## config.mk

```make
export PLATFORM = sky130hd
export DESIGN_NAME = mini_core
export DESIGN_NICKNAME = d
export VERILOG_FILES = /design/src/design/core_pkg.sv /design/src/design/decode_stage.sv /design/src/design/execute_stage.sv /design/src/design/fetch_stage.sv /design/src/design/hazard_ctrl.sv /design/src/design/mem_wb_stage.sv /design/src/design/mini_core.sv
export SDC_FILE = /design/constraint.sdc
export NUM_CORES = 1
export LEC_CHECK = 0
export BUFFER_PORTS_ARGS = -buffer_cell sky130_fd_sc_hd__buf_4
export CAP_MARGIN = 0
export CORE_MARGIN = 4
export CORE_UTILIZATION = 50
export DETAILED_ROUTE_END_ITERATION = 12
export GPL_TIMING_DRIVEN = 0
export PLACE_DENSITY = 0.71
export SETUP_SLACK_MARGIN = 0.3
export SYNTH_ARGS = -nofsm -noshare
export SYNTH_HDL_FRONTEND = slang
export SYNTH_HIERARCHICAL = 1
export SYNTH_SLANG_ARGS = --single-unit
export TNS_END_PERCENT = 10
```

## constraint.sdc

```tcl
create_clock -name clk -period 5.8 [get_ports clk]
set_input_delay 1.74 -clock clk [delete_from_list [all_inputs] [get_ports clk]]
set_output_delay 1.74 -clock clk [all_outputs]
set_load 0.02 [all_outputs]
```

## src/design/core_pkg.sv

```systemverilog
`default_nettype none

package core_pkg;

    localparam int reg_bits = 8;
    localparam int pc_bits = 8;
    localparam int instr_bits = 16;
    localparam int op_bits = 3;
    localparam int reg_idx_bits = 3;
    localparam int imm_bits = 4;
    localparam int num_regs = 2 ** reg_idx_bits;

    // codes 6 and 7 are left free and decode as illegal
    typedef enum logic [op_bits-1:0] {
        op_add   = 3'd0,
        op_sub   = 3'd1,
        op_addi  = 3'd2,
        op_load  = 3'd3,
        op_store = 3'd4,
        op_beq   = 3'd5
    } op_e;

    typedef struct packed {
        op_e                     op;
        logic [reg_idx_bits-1:0] rd;
        logic [reg_idx_bits-1:0] rs;
        logic [reg_idx_bits-1:0] rt;
        logic [imm_bits-1:0]     imm;
    } instr_t;

    typedef struct packed {
        logic               valid;
        logic [pc_bits-1:0] pc;
        instr_t             instr;
    } if_id_t;

    typedef struct packed {
        logic                    valid;
        logic [pc_bits-1:0]      pc;
        op_e                     op;
        logic [reg_idx_bits-1:0] rd;
        logic [reg_bits-1:0]     a;    // rs value
        logic [reg_bits-1:0]     b;    // rt value
        logic [reg_bits-1:0]     imm;  // already sign-extended
        logic                    we;
    } id_ex_t;

    typedef struct packed {
        logic                    valid;
        op_e                     op;
        logic [reg_idx_bits-1:0] rd;
        logic [reg_bits-1:0]     result;
        logic [reg_bits-1:0]     store_data;
        logic                    we;
    } ex_mem_t;

    typedef struct packed {
        logic                    valid;
        logic [reg_idx_bits-1:0] rd;
        logic [reg_bits-1:0]     data;
        logic                    we;
    } mem_wb_t;

endpackage

`default_nettype wire

```

## src/design/decode_stage.sv

```systemverilog
`timescale 1ns/100ps
`default_nettype none

module decode_stage (
    input  wire                 clk,
    input  wire                 rst_n,
    input  wire core_pkg::if_id_t  if_id,
    input  wire                 id_ex_stall,
    input  wire                 id_ex_flush,
    input  wire core_pkg::ex_mem_t ex_mem,
    input  wire core_pkg::mem_wb_t wb,
    output core_pkg::id_ex_t    id_ex,
    output logic                raw_stall_req
);
    import core_pkg::*;

    logic [reg_bits-1:0] regs [num_regs];
    instr_t              instr;
    logic [reg_bits-1:0] rs_val;
    logic [reg_bits-1:0] rt_val;
    logic                writes_rd;
    logic                uses_rt;
    logic                rs_busy;
    logic                rt_busy;

    function automatic logic pending(input logic valid, input logic we,
                                     input logic [reg_idx_bits-1:0] rd,
                                     input logic [reg_idx_bits-1:0] src);
        return valid & we & (rd == src);
    endfunction

    assign instr = if_id.instr;

    always_ff @(posedge clk) begin
        if (wb.valid && wb.we) begin
            regs[wb.rd] <= wb.data;
        end
    end

    // a write landing this cycle is seen by the read
    assign rs_val = (wb.valid && wb.we && wb.rd == instr.rs) ? wb.data : regs[instr.rs];
    assign rt_val = (wb.valid && wb.we && wb.rd == instr.rt) ? wb.data : regs[instr.rt];

    assign writes_rd = instr.op inside {op_add, op_sub, op_addi, op_load};
    assign uses_rt   = instr.op inside {op_add, op_sub, op_store, op_beq};

    assign rs_busy = pending(id_ex.valid, id_ex.we, id_ex.rd, instr.rs)
                   | pending(ex_mem.valid, ex_mem.we, ex_mem.rd, instr.rs)
                   | pending(wb.valid, wb.we, wb.rd, instr.rs);
    assign rt_busy = pending(id_ex.valid, id_ex.we, id_ex.rd, instr.rt)
                   | pending(ex_mem.valid, ex_mem.we, ex_mem.rd, instr.rt)
                   | pending(wb.valid, wb.we, wb.rd, instr.rt);

    // without forwarding the reader waits until its writer has retired
    assign raw_stall_req = if_id.valid & (rs_busy | (uses_rt & rt_busy));

    always_ff @(posedge clk) begin
        if (!rst_n) begin
            id_ex <= '0;
        end else if (id_ex_flush) begin
            id_ex.valid <= 1'b0;
        end else if (!id_ex_stall) begin
            id_ex.valid <= if_id.valid;
            id_ex.pc    <= if_id.pc;
            id_ex.op    <= instr.op;
            id_ex.rd    <= instr.rd;
            id_ex.a     <= rs_val;
            id_ex.b     <= rt_val;
            id_ex.imm   <= {{(reg_bits - imm_bits){instr.imm[imm_bits-1]}}, instr.imm};
            id_ex.we    <= writes_rd;
        end
    end
endmodule

`default_nettype wire

```

## src/design/execute_stage.sv

```systemverilog
`timescale 1ns/100ps
`default_nettype none

module execute_stage (
    input  wire                        clk,
    input  wire                        rst_n,
    input  wire core_pkg::id_ex_t      id_ex,
    input  wire                        ex_mem_stall,
    input  wire                        ex_mem_flush,
    output core_pkg::ex_mem_t          ex_mem,
    output logic                       branch_flush_req,
    output logic [core_pkg::pc_bits-1:0] branch_target,
    output logic                       exception_flush
);
    import core_pkg::*;

    logic                illegal;
    logic                taken;
    logic [reg_bits-1:0] result;

    assign illegal = !(id_ex.op inside {op_add, op_sub, op_addi, op_load, op_store, op_beq});
    assign taken   = (id_ex.op == op_beq) && (id_ex.a == id_ex.b);

    assign exception_flush  = id_ex.valid & illegal;
    assign branch_flush_req = id_ex.valid & taken;

    // offset counts from the instruction after the beq
    assign branch_target = id_ex.pc + pc_bits'(1) + id_ex.imm;

    always_comb begin
        case (id_ex.op)
            op_add: begin
                result = id_ex.a + id_ex.b;
            end
            op_sub: begin
                result = id_ex.a - id_ex.b;
            end
            op_addi, op_load, op_store: begin
                result = id_ex.a + id_ex.imm;  // memory ops use it as the address
            end
            default: begin
                result = '0;
            end
        endcase
    end

    always_ff @(posedge clk) begin
        if (!rst_n) begin
            ex_mem <= '0;
        end else if (ex_mem_flush) begin
            ex_mem.valid <= 1'b0;
        end else if (!ex_mem_stall) begin
            ex_mem.valid      <= id_ex.valid & ~illegal;
            ex_mem.op         <= id_ex.op;
            ex_mem.rd         <= id_ex.rd;
            ex_mem.result     <= result;
            ex_mem.store_data <= id_ex.b;
            ex_mem.we         <= id_ex.we;
        end
    end
endmodule

`default_nettype wire

```

## src/design/fetch_stage.sv

```systemverilog
`timescale 1ns/100ps
`default_nettype none

module fetch_stage #(
    parameter logic [core_pkg::pc_bits-1:0] exc_vector = '0
) (
    input  wire                               clk,
    input  wire                               rst_n,
    input  wire                               pc_stall,
    input  wire                               if_id_stall,
    input  wire                               if_id_flush,
    input  wire                               branch_flush_req,
    input  wire  [core_pkg::pc_bits-1:0]      branch_target,
    input  wire                               exception_flush,
    input  wire  [core_pkg::instr_bits-1:0]   imem_rdata,
    output logic [core_pkg::pc_bits-1:0]      imem_addr,
    output core_pkg::if_id_t                  if_id
);
    import core_pkg::*;

    logic [pc_bits-1:0] pc;
    logic [pc_bits-1:0] pc_next;
    logic               fetch_bubble;

    assign imem_addr = pc;

    // the pc froze while if_id keeps moving, so this cycle's word is not usable
    assign fetch_bubble = pc_stall & ~if_id_stall;

    always_comb begin
        if (pc_stall) begin
            pc_next = pc;
        end else if (exception_flush) begin
            pc_next = exc_vector;  // wins over a branch
        end else if (branch_flush_req) begin
            pc_next = branch_target;
        end else begin
            pc_next = pc + pc_bits'(1);
        end
    end

    always_ff @(posedge clk) begin
        if (!rst_n) begin
            pc <= '0;
        end else begin
            pc <= pc_next;
        end
    end

    always_ff @(posedge clk) begin
        if (!rst_n) begin
            if_id <= '0;
        end else if (if_id_flush) begin
            if_id.valid <= 1'b0;
        end else if (!if_id_stall) begin
            if_id.valid <= ~fetch_bubble;
            if_id.pc    <= pc;
            if_id.instr <= instr_t'(imem_rdata);
        end
    end
endmodule

`default_nettype wire

```

## src/design/hazard_ctrl.sv

```systemverilog
`timescale 1ns/100ps
`default_nettype none

module hazard_ctrl (
    input  wire  i_stall,
    input  wire  d_stall,
    input  wire  raw_stall_req,
    input  wire  branch_flush_req,
    input  wire  exception_flush,

    output logic pc_stall,
    output logic if_id_stall,
    output logic if_id_flush,
    output logic id_ex_stall,
    output logic id_ex_flush,
    output logic ex_mem_stall,
    output logic ex_mem_flush,
    output logic mem_wb_stall
);
    logic flush_any;

    // an exception and a taken branch both redirect fetch
    assign flush_any = branch_flush_req | exception_flush;

    // a redirect must still load the pc even when fetch or decode is waiting
    assign pc_stall =
            d_stall | ((i_stall | raw_stall_req) & ~flush_any);

    assign if_id_stall =
            d_stall | (raw_stall_req & ~flush_any);

    // flushes wait while the data side holds the whole pipe
    assign if_id_flush =
            ~d_stall & flush_any;

    assign id_ex_stall =
            d_stall;

    assign id_ex_flush =
            ~d_stall & (flush_any | raw_stall_req);  // raw stall drops a bubble here

    assign ex_mem_stall =
            d_stall;

    assign ex_mem_flush =
            ~d_stall & exception_flush;

    assign mem_wb_stall =
            d_stall;
endmodule

`default_nettype wire

```

## src/design/mem_wb_stage.sv

```systemverilog
`timescale 1ns/100ps
`default_nettype none

module mem_wb_stage (
    input  wire                              clk,
    input  wire                              rst_n,
    input  wire core_pkg::ex_mem_t           ex_mem,
    input  wire                              mem_wb_stall,
    input  wire                              d_stall,
    input  wire  [core_pkg::reg_bits-1:0]    dmem_rdata,
    input  wire                              exception_flush,
    output logic                             dmem_req,
    output logic                             dmem_we,
    output logic [core_pkg::reg_bits-1:0]    dmem_addr,
    output logic [core_pkg::reg_bits-1:0]    dmem_wdata,
    output core_pkg::mem_wb_t                wb,
    output logic                             commit_valid,
    output logic [core_pkg::reg_idx_bits-1:0] commit_rd,
    output logic [core_pkg::reg_bits-1:0]    commit_data,
    output logic                             exception
);
    import core_pkg::*;

    logic is_load;
    logic is_store;

    assign is_load  = ex_mem.valid & (ex_mem.op == op_load);
    assign is_store = ex_mem.valid & (ex_mem.op == op_store);

    assign dmem_req   = is_load | is_store;
    assign dmem_we    = is_store;
    assign dmem_addr  = ex_mem.result;
    assign dmem_wdata = ex_mem.store_data;

    always_ff @(posedge clk) begin
        if (!rst_n) begin
            wb <= '0;
        end else if (!mem_wb_stall) begin
            wb.valid <= ex_mem.valid;
            wb.rd    <= ex_mem.rd;
            wb.data  <= is_load ? dmem_rdata : ex_mem.result;
            wb.we    <= ex_mem.we;
        end
    end

    // commit_valid pulses once per retiring write even if wb is then held
    always_ff @(posedge clk) begin
        if (!rst_n) begin
            commit_valid <= 1'b0;
            exception    <= 1'b0;
        end else begin
            commit_valid <= ~mem_wb_stall & ex_mem.valid & ex_mem.we;
            exception    <= exception_flush & ~d_stall;  // the flush only acts once d_stall drops
        end
    end

    assign commit_rd   = wb.rd;
    assign commit_data = wb.data;
endmodule

`default_nettype wire

```

## src/design/mini_core.sv

```systemverilog
`timescale 1ns/100ps
`default_nettype none

module mini_core #(
    parameter logic [core_pkg::pc_bits-1:0] exc_vector = 8'h40
) (
    input  wire                               clk,
    input  wire                               rst_n,
    output logic [core_pkg::pc_bits-1:0]      imem_addr,
    input  wire  [core_pkg::instr_bits-1:0]   imem_rdata,
    output logic                              dmem_req,
    output logic                              dmem_we,
    output logic [core_pkg::reg_bits-1:0]     dmem_addr,
    output logic [core_pkg::reg_bits-1:0]     dmem_wdata,
    input  wire  [core_pkg::reg_bits-1:0]     dmem_rdata,
    input  wire                               i_stall,
    input  wire                               d_stall,
    output logic                              commit_valid,
    output logic [core_pkg::reg_idx_bits-1:0] commit_rd,
    output logic [core_pkg::reg_bits-1:0]     commit_data,
    output logic                              exception
);
    import core_pkg::*;

    if_id_t             if_id;
    id_ex_t             id_ex;
    ex_mem_t            ex_mem;
    mem_wb_t            wb;
    logic [pc_bits-1:0] branch_target;
    logic raw_stall_req, branch_flush_req, exception_flush;
    logic pc_stall, if_id_stall, if_id_flush, id_ex_stall, id_ex_flush;
    logic ex_mem_stall, ex_mem_flush, mem_wb_stall;

    hazard_ctrl ctrl_i (
        .i_stall, .d_stall, .raw_stall_req, .branch_flush_req, .exception_flush,
        .pc_stall, .if_id_stall, .if_id_flush, .id_ex_stall, .id_ex_flush,
        .ex_mem_stall, .ex_mem_flush, .mem_wb_stall
    );

    fetch_stage #(.exc_vector(exc_vector)) fetch_i (
        .clk, .rst_n, .pc_stall, .if_id_stall, .if_id_flush, .branch_flush_req,
        .branch_target, .exception_flush, .imem_rdata, .imem_addr, .if_id
    );

    decode_stage decode_i (
        .clk, .rst_n, .if_id, .id_ex_stall, .id_ex_flush, .ex_mem, .wb,
        .id_ex, .raw_stall_req
    );

    execute_stage execute_i (
        .clk, .rst_n, .id_ex, .ex_mem_stall, .ex_mem_flush, .ex_mem,
        .branch_flush_req, .branch_target, .exception_flush
    );

    mem_wb_stage mem_wb_i (
        .clk, .rst_n, .ex_mem, .mem_wb_stall, .d_stall, .dmem_rdata, .exception_flush,
        .dmem_req, .dmem_we, .dmem_addr, .dmem_wdata, .wb,
        .commit_valid, .commit_rd, .commit_data, .exception
    );
endmodule

`default_nettype wire

```

==> results list <==
* Average instance area after synthesis: 9.557 um^2
* Cell with the biggest individual delay on the critical path: sky130_fd_sc_hd__clkbuf_1
* Headroom to the max-slew limit: 32.75%
- Transition time of the tightest slew-check pin: 1.005 ns
- Once layout is done, the placed cells without fillers occupy 0.01027 mm^2.
- Net Switching: 715.7 uW
- 67 I/O pins were placed.
- Largest fanout of any net on the critical path: 10
- Count of buffers from port buffering: 66
* Ant. Diodes: 0
- Adder and majority gate portion of the synthesized area: 3.905%
* Result of the run: finished clean
* Root Buffer Master: sky130_fd_sc_hd__clkbuf_16
- OpenSTA, run right after detailed placement, puts the worst setup slack at 2.407 ns.
- The worst register-to-register path has a setup slack of 2.37 ns.
- Number of DRC markers in iteration 0: 614
* Internal portion of total power: 2.058 mW
- For this run, the leading register cell type out of synthesis is sky130_fd_sc_hd__dfxtp_1.
* Max Freq: 291.5 MHz
- Clock share of power: 38.9%
* Setup slack after layout: 2.369 ns
- Cell type with the highest aggregate area in the netlist: sky130_fd_sc_hd__dfxtp_1
* Worst Hold Path Cells: 2
- Global routing used 23.71% of the available tracks across all layers.
- The worst register-to-register path begins at mem_wb_i/commit_rd[1].
- Cell chain of the critical path: buf_4, buf_2, xor2_1, or4_1, buf_2, o41ai_1, o41a_1, nor3_1, nor2_1, nor2_1, clkbuf_1, nand2_1, a21boi_0
* Post-detailed-route count of antenna-violating nets: 0
* Router iterations before antenna repair: 5
- Multiplexer share of the synthesized area: 9.130%
* Area growth from synthesis to layout: 15.25%
* Sequential-to-total area share from yosys stat: 45.85%
* Bufs and invs on worst path: 4
* Proportion of layout cells with a drive suffix above 1: 18.02%
- Ys Warns: 6
* Number of instances in the synthesized netlist: 932
- The die is 141.5 um tall.
- The tool flagged a number of max-cap violations equal to 0.
- Overall routed net length: 23510 um
* CTS buffer count: 17
- Synthesized netlist net count: 986
* Yosys cell types: 68
* Count leader, synth: sky130_fd_sc_hd__nand2_1
- The path with the worst hold slack has its endpoint at execute_i/ex_mem[6].
- Across the routed clock network, the largest skew measured is 0.01095 ns.
* Compound-cell area share of the yosys netlist: 15.62%
- The region available for standard cell placement spans 0.01736 mm^2.
- Arr. time, crit path: 3.78 ns
- Portion of total power attributed to sequential cells: 47.7%
- Drt via density: 5.707
- Number of synthesized register bits: 172
- Routability-driven placement finished with a final weighted congestion of 0.8912.
- Number of setup buffers added after CTS: 0
- STA classifies the critical path endpoint as a flop.
- Worst-path clk slew: 0.07 ns
- The analysis attributes to cell leakage a power of 4.004 nW.
- Clock tree synthesis found a total of 172 sinks.
- Detailed routing inserted a total of 7174 vias.
- Wire length of the first global-routing pass: 36790 um
- In this run, the combinational gates consume 13.4% of the power.
- Wire length per cell after detailed routing: 18.70 um
- The layout has 1535 filler cells.
- IR analysis of the VDD net gives a maximum drop of 223.9 uV.
* Critical register-to-register path endpoint: decode_i/id_ex[37]
* DP Area: 0.009711 mm^2
* Number of gates resized after cts: 0
* R2R depth: 13
- STA puts the critical path data required time at 6.15 ns.
- Unrepaired setup endpoints after global routing: false
* Final core utilization: 59.15%
- Post-synth EDFFs: 64
- Most used standard cells in the synthesized netlist: sky130_fd_sc_hd__nand2_1 (143), sky130_fd_sc_hd__dfxtp_1 (108), sky130_fd_sc_hd__a21oi_1 (101)
- Share of the synthesized area in the top cell type: 24.27%
* Final number of max-transition violations: 0
- The initialized floorplan defines 48 standard-cell rows.
- Entering global routing, the biggest net connects 27 pins.
- The mapped netlist covers 0.008907 mm^2.
- The clock reaches the later pin of the worst-skew pair after 0.43 ns.
- After layout, the worst path uses 59.15% of the clock period.
- DRC violations left: 0
* Layout Nets: 1073
* # H-tree levels: 4
- Dividing total power by cell area gives a power density of 270.2 mW/mm^2.
* Maximum cell stage delay along the critical path: 0.46 ns
* Largest family of logic cells by synthesized area: compound AO/OA/AOI/OAI gates
- Hold slack: 0.4550 ns
- Worst hold-check path type: flop to flop
- Number of hold-slack violations in the final timing report: 0
- Setup CP Type: flop to flop
- Crit-path leading delay family: simple AND/OR/NAND/NOR gates
- Yosys attributes the largest share of cell area to sky130_fd_sc_hd__dfxtp_1 (24%), sky130_fd_sc_hd__edfxtp_1 (22%), sky130_fd_sc_hd__mux2i_1 (8.9%).
- Of the total power, the share spent switching nets is 25.80%.
* Total congestion overflow: 0
- HP Start: execute_i/ex_mem[6]
- Via count of the first global-routing pass: 6798
* Clock tree from TritonCTS: yes
- Async set-reset flop share out of synthesis: 0%
- Measured along the x axis, the die boundary spans 141.5 um.
- Fraction of the mapped netlist area in simple logic gates: 14.97%
* Number of buffers on the longest clock path: 2
* Initial Utilization: 51.32%
- The number of antenna violations at the first check in global routing was 0.
* TNS Setup: 0 ns
- Post-Synth XOR/XNOR Area: 3.835%
- The smallest clock period supported by the final layout is computed as 3.431 ns.
* Die area: 0.02001 mm^2
* Final setup violation count: 0
* Sum of net half-perimeters after detailed placement: 17110 um
- Number of hold buffers added after cts: 0
- Critical path startpoint category: flop
state kept, by name, indices dropped and copies added (netlist names):
signal and cells:
mem_wb_i/commit_valid 1, mem_wb_i/exception 1, mem_wb_i/commit_data 8, execute_i/ex_mem 24, fetch_i/imem_addr 8, mem_wb_i/commit_rd 3
decode_i/regs 64, decode_i/id_ex 36, fetch_i/if_id 25, mem_wb_i/wb 2
tightest hold or removal path: stages (launching register included):
cell	delay, ns
sky130_fd_sc_hd__dfxtp_1	0.31
sky130_fd_sc_hd__nand2_1	0.05
sky130_fd_sc_hd__a21oi_1	0.05
how the worst max path moves through the flow:
stage / startpoint / slack, ns / cells after the start / end
floorplan: execute_i/ex_mem[23] / 2.87 / 3 / dmem_req
global placement: decode_i/id_ex[12] / 1.89 / 11 / decode_i/id_ex[29]
detailed placement: mem_wb_i/commit_rd[2] / 2.41 / 13 / decode_i/id_ex[37]
CTS: mem_wb_i/commit_rd[2] / 2.37 / 13 / decode_i/id_ex[37]
global route: mem_wb_i/commit_rd[2] / 2.04 / 13 / decode_i/id_ex[36]
finish: mem_wb_i/commit_rd[1] / 2.37 / 13 / decode_i/id_ex[37]
layer usage:
layer / vias up / track usage (%) / part of all wire, %
met5: - / 0 / 0
met1: 3408 / 32.97 / 45
met2: 283 / 37.70 / 46
met3: 31 / 4.685 / 7.6
met4: 0 / 7.121 / 1.9
li1: 3452 / - / -
per-stage QoR:
stage | instances | power, mW
floorplan | 932 | 1.592
global placement | 1223 | 1.707
detailed placement | 1225 | 1.714
CTS | 1257 | 2.786
global route | 1257 | 2.885
finish | 1257 | 2.774
power by group through the flow:
stage | registers, mW | clock network, mW | logic [mW]
final | 1.32 | 1.08 | 0.372
after CTS | 1.32 | 1.10 | 0.369
after global placement | 1.35 | 0 | 0.360
after global routing | 1.33 | 1.15 | 0.405
after detailed placement | 1.35 | 0 | 0.366
after floorplan | 1.34 | 0 | 0.252
layout by cell type, fill, tap and decap left out, types with 20 or more instances in the layout:
master,synthesis,final
sky130_fd_sc_hd__clkbuf_1,21,24
sky130_fd_sc_hd__buf_4,39,107
sky130_fd_sc_hd__nand3_1,22,22
sky130_fd_sc_hd__nand2_1,143,143
sky130_fd_sc_hd__buf_2,20,20
sky130_fd_sc_hd__dfxtp_1,108,108
sky130_fd_sc_hd__ha_1,23,23
sky130_fd_sc_hd__mux2i_1,79,79
sky130_fd_sc_hd__a22oi_1,32,32
sky130_fd_sc_hd__xor2_1,23,23
sky130_fd_sc_hd__nor2_1,32,32
sky130_fd_sc_hd__o21ai_0,39,39
sky130_fd_sc_hd__edfxtp_1,64,64
sky130_fd_sc_hd__a21oi_1,101,101
sky130_fd_sc_hd__inv_1,22,22
final cells by class:
class	count	area, um^2	share of cell area [%]
multi-input cells	653	4239	41.29
inverters	23	86.33	0.8410
clock buffers	22	464.2	4.522
clock inverters	10	91.34	0.8897
well taps	225	281.5	2.742
plain buffers	84	509.2	4.960
repair buffers	68	510.5	4.973
flip-flops and latches	172	4084	39.78
cells by family (layout without fill, tap and decap cells):
| family | count (synthesis) | after routing |
|---|---|---|
| xor gates and xnor gates | 39 | 39 |
| and+or+nand+nor | 280 | 280 |
| muxes | 81 | 81 |
| DFF | 172 | 172 |
| buffers and inverters | 107 | 207 |
| adders and majority gates | 26 | 26 |
| AOI/OAI and AO/OA | 227 | 227 |
(Power assumes the default switching activity.)
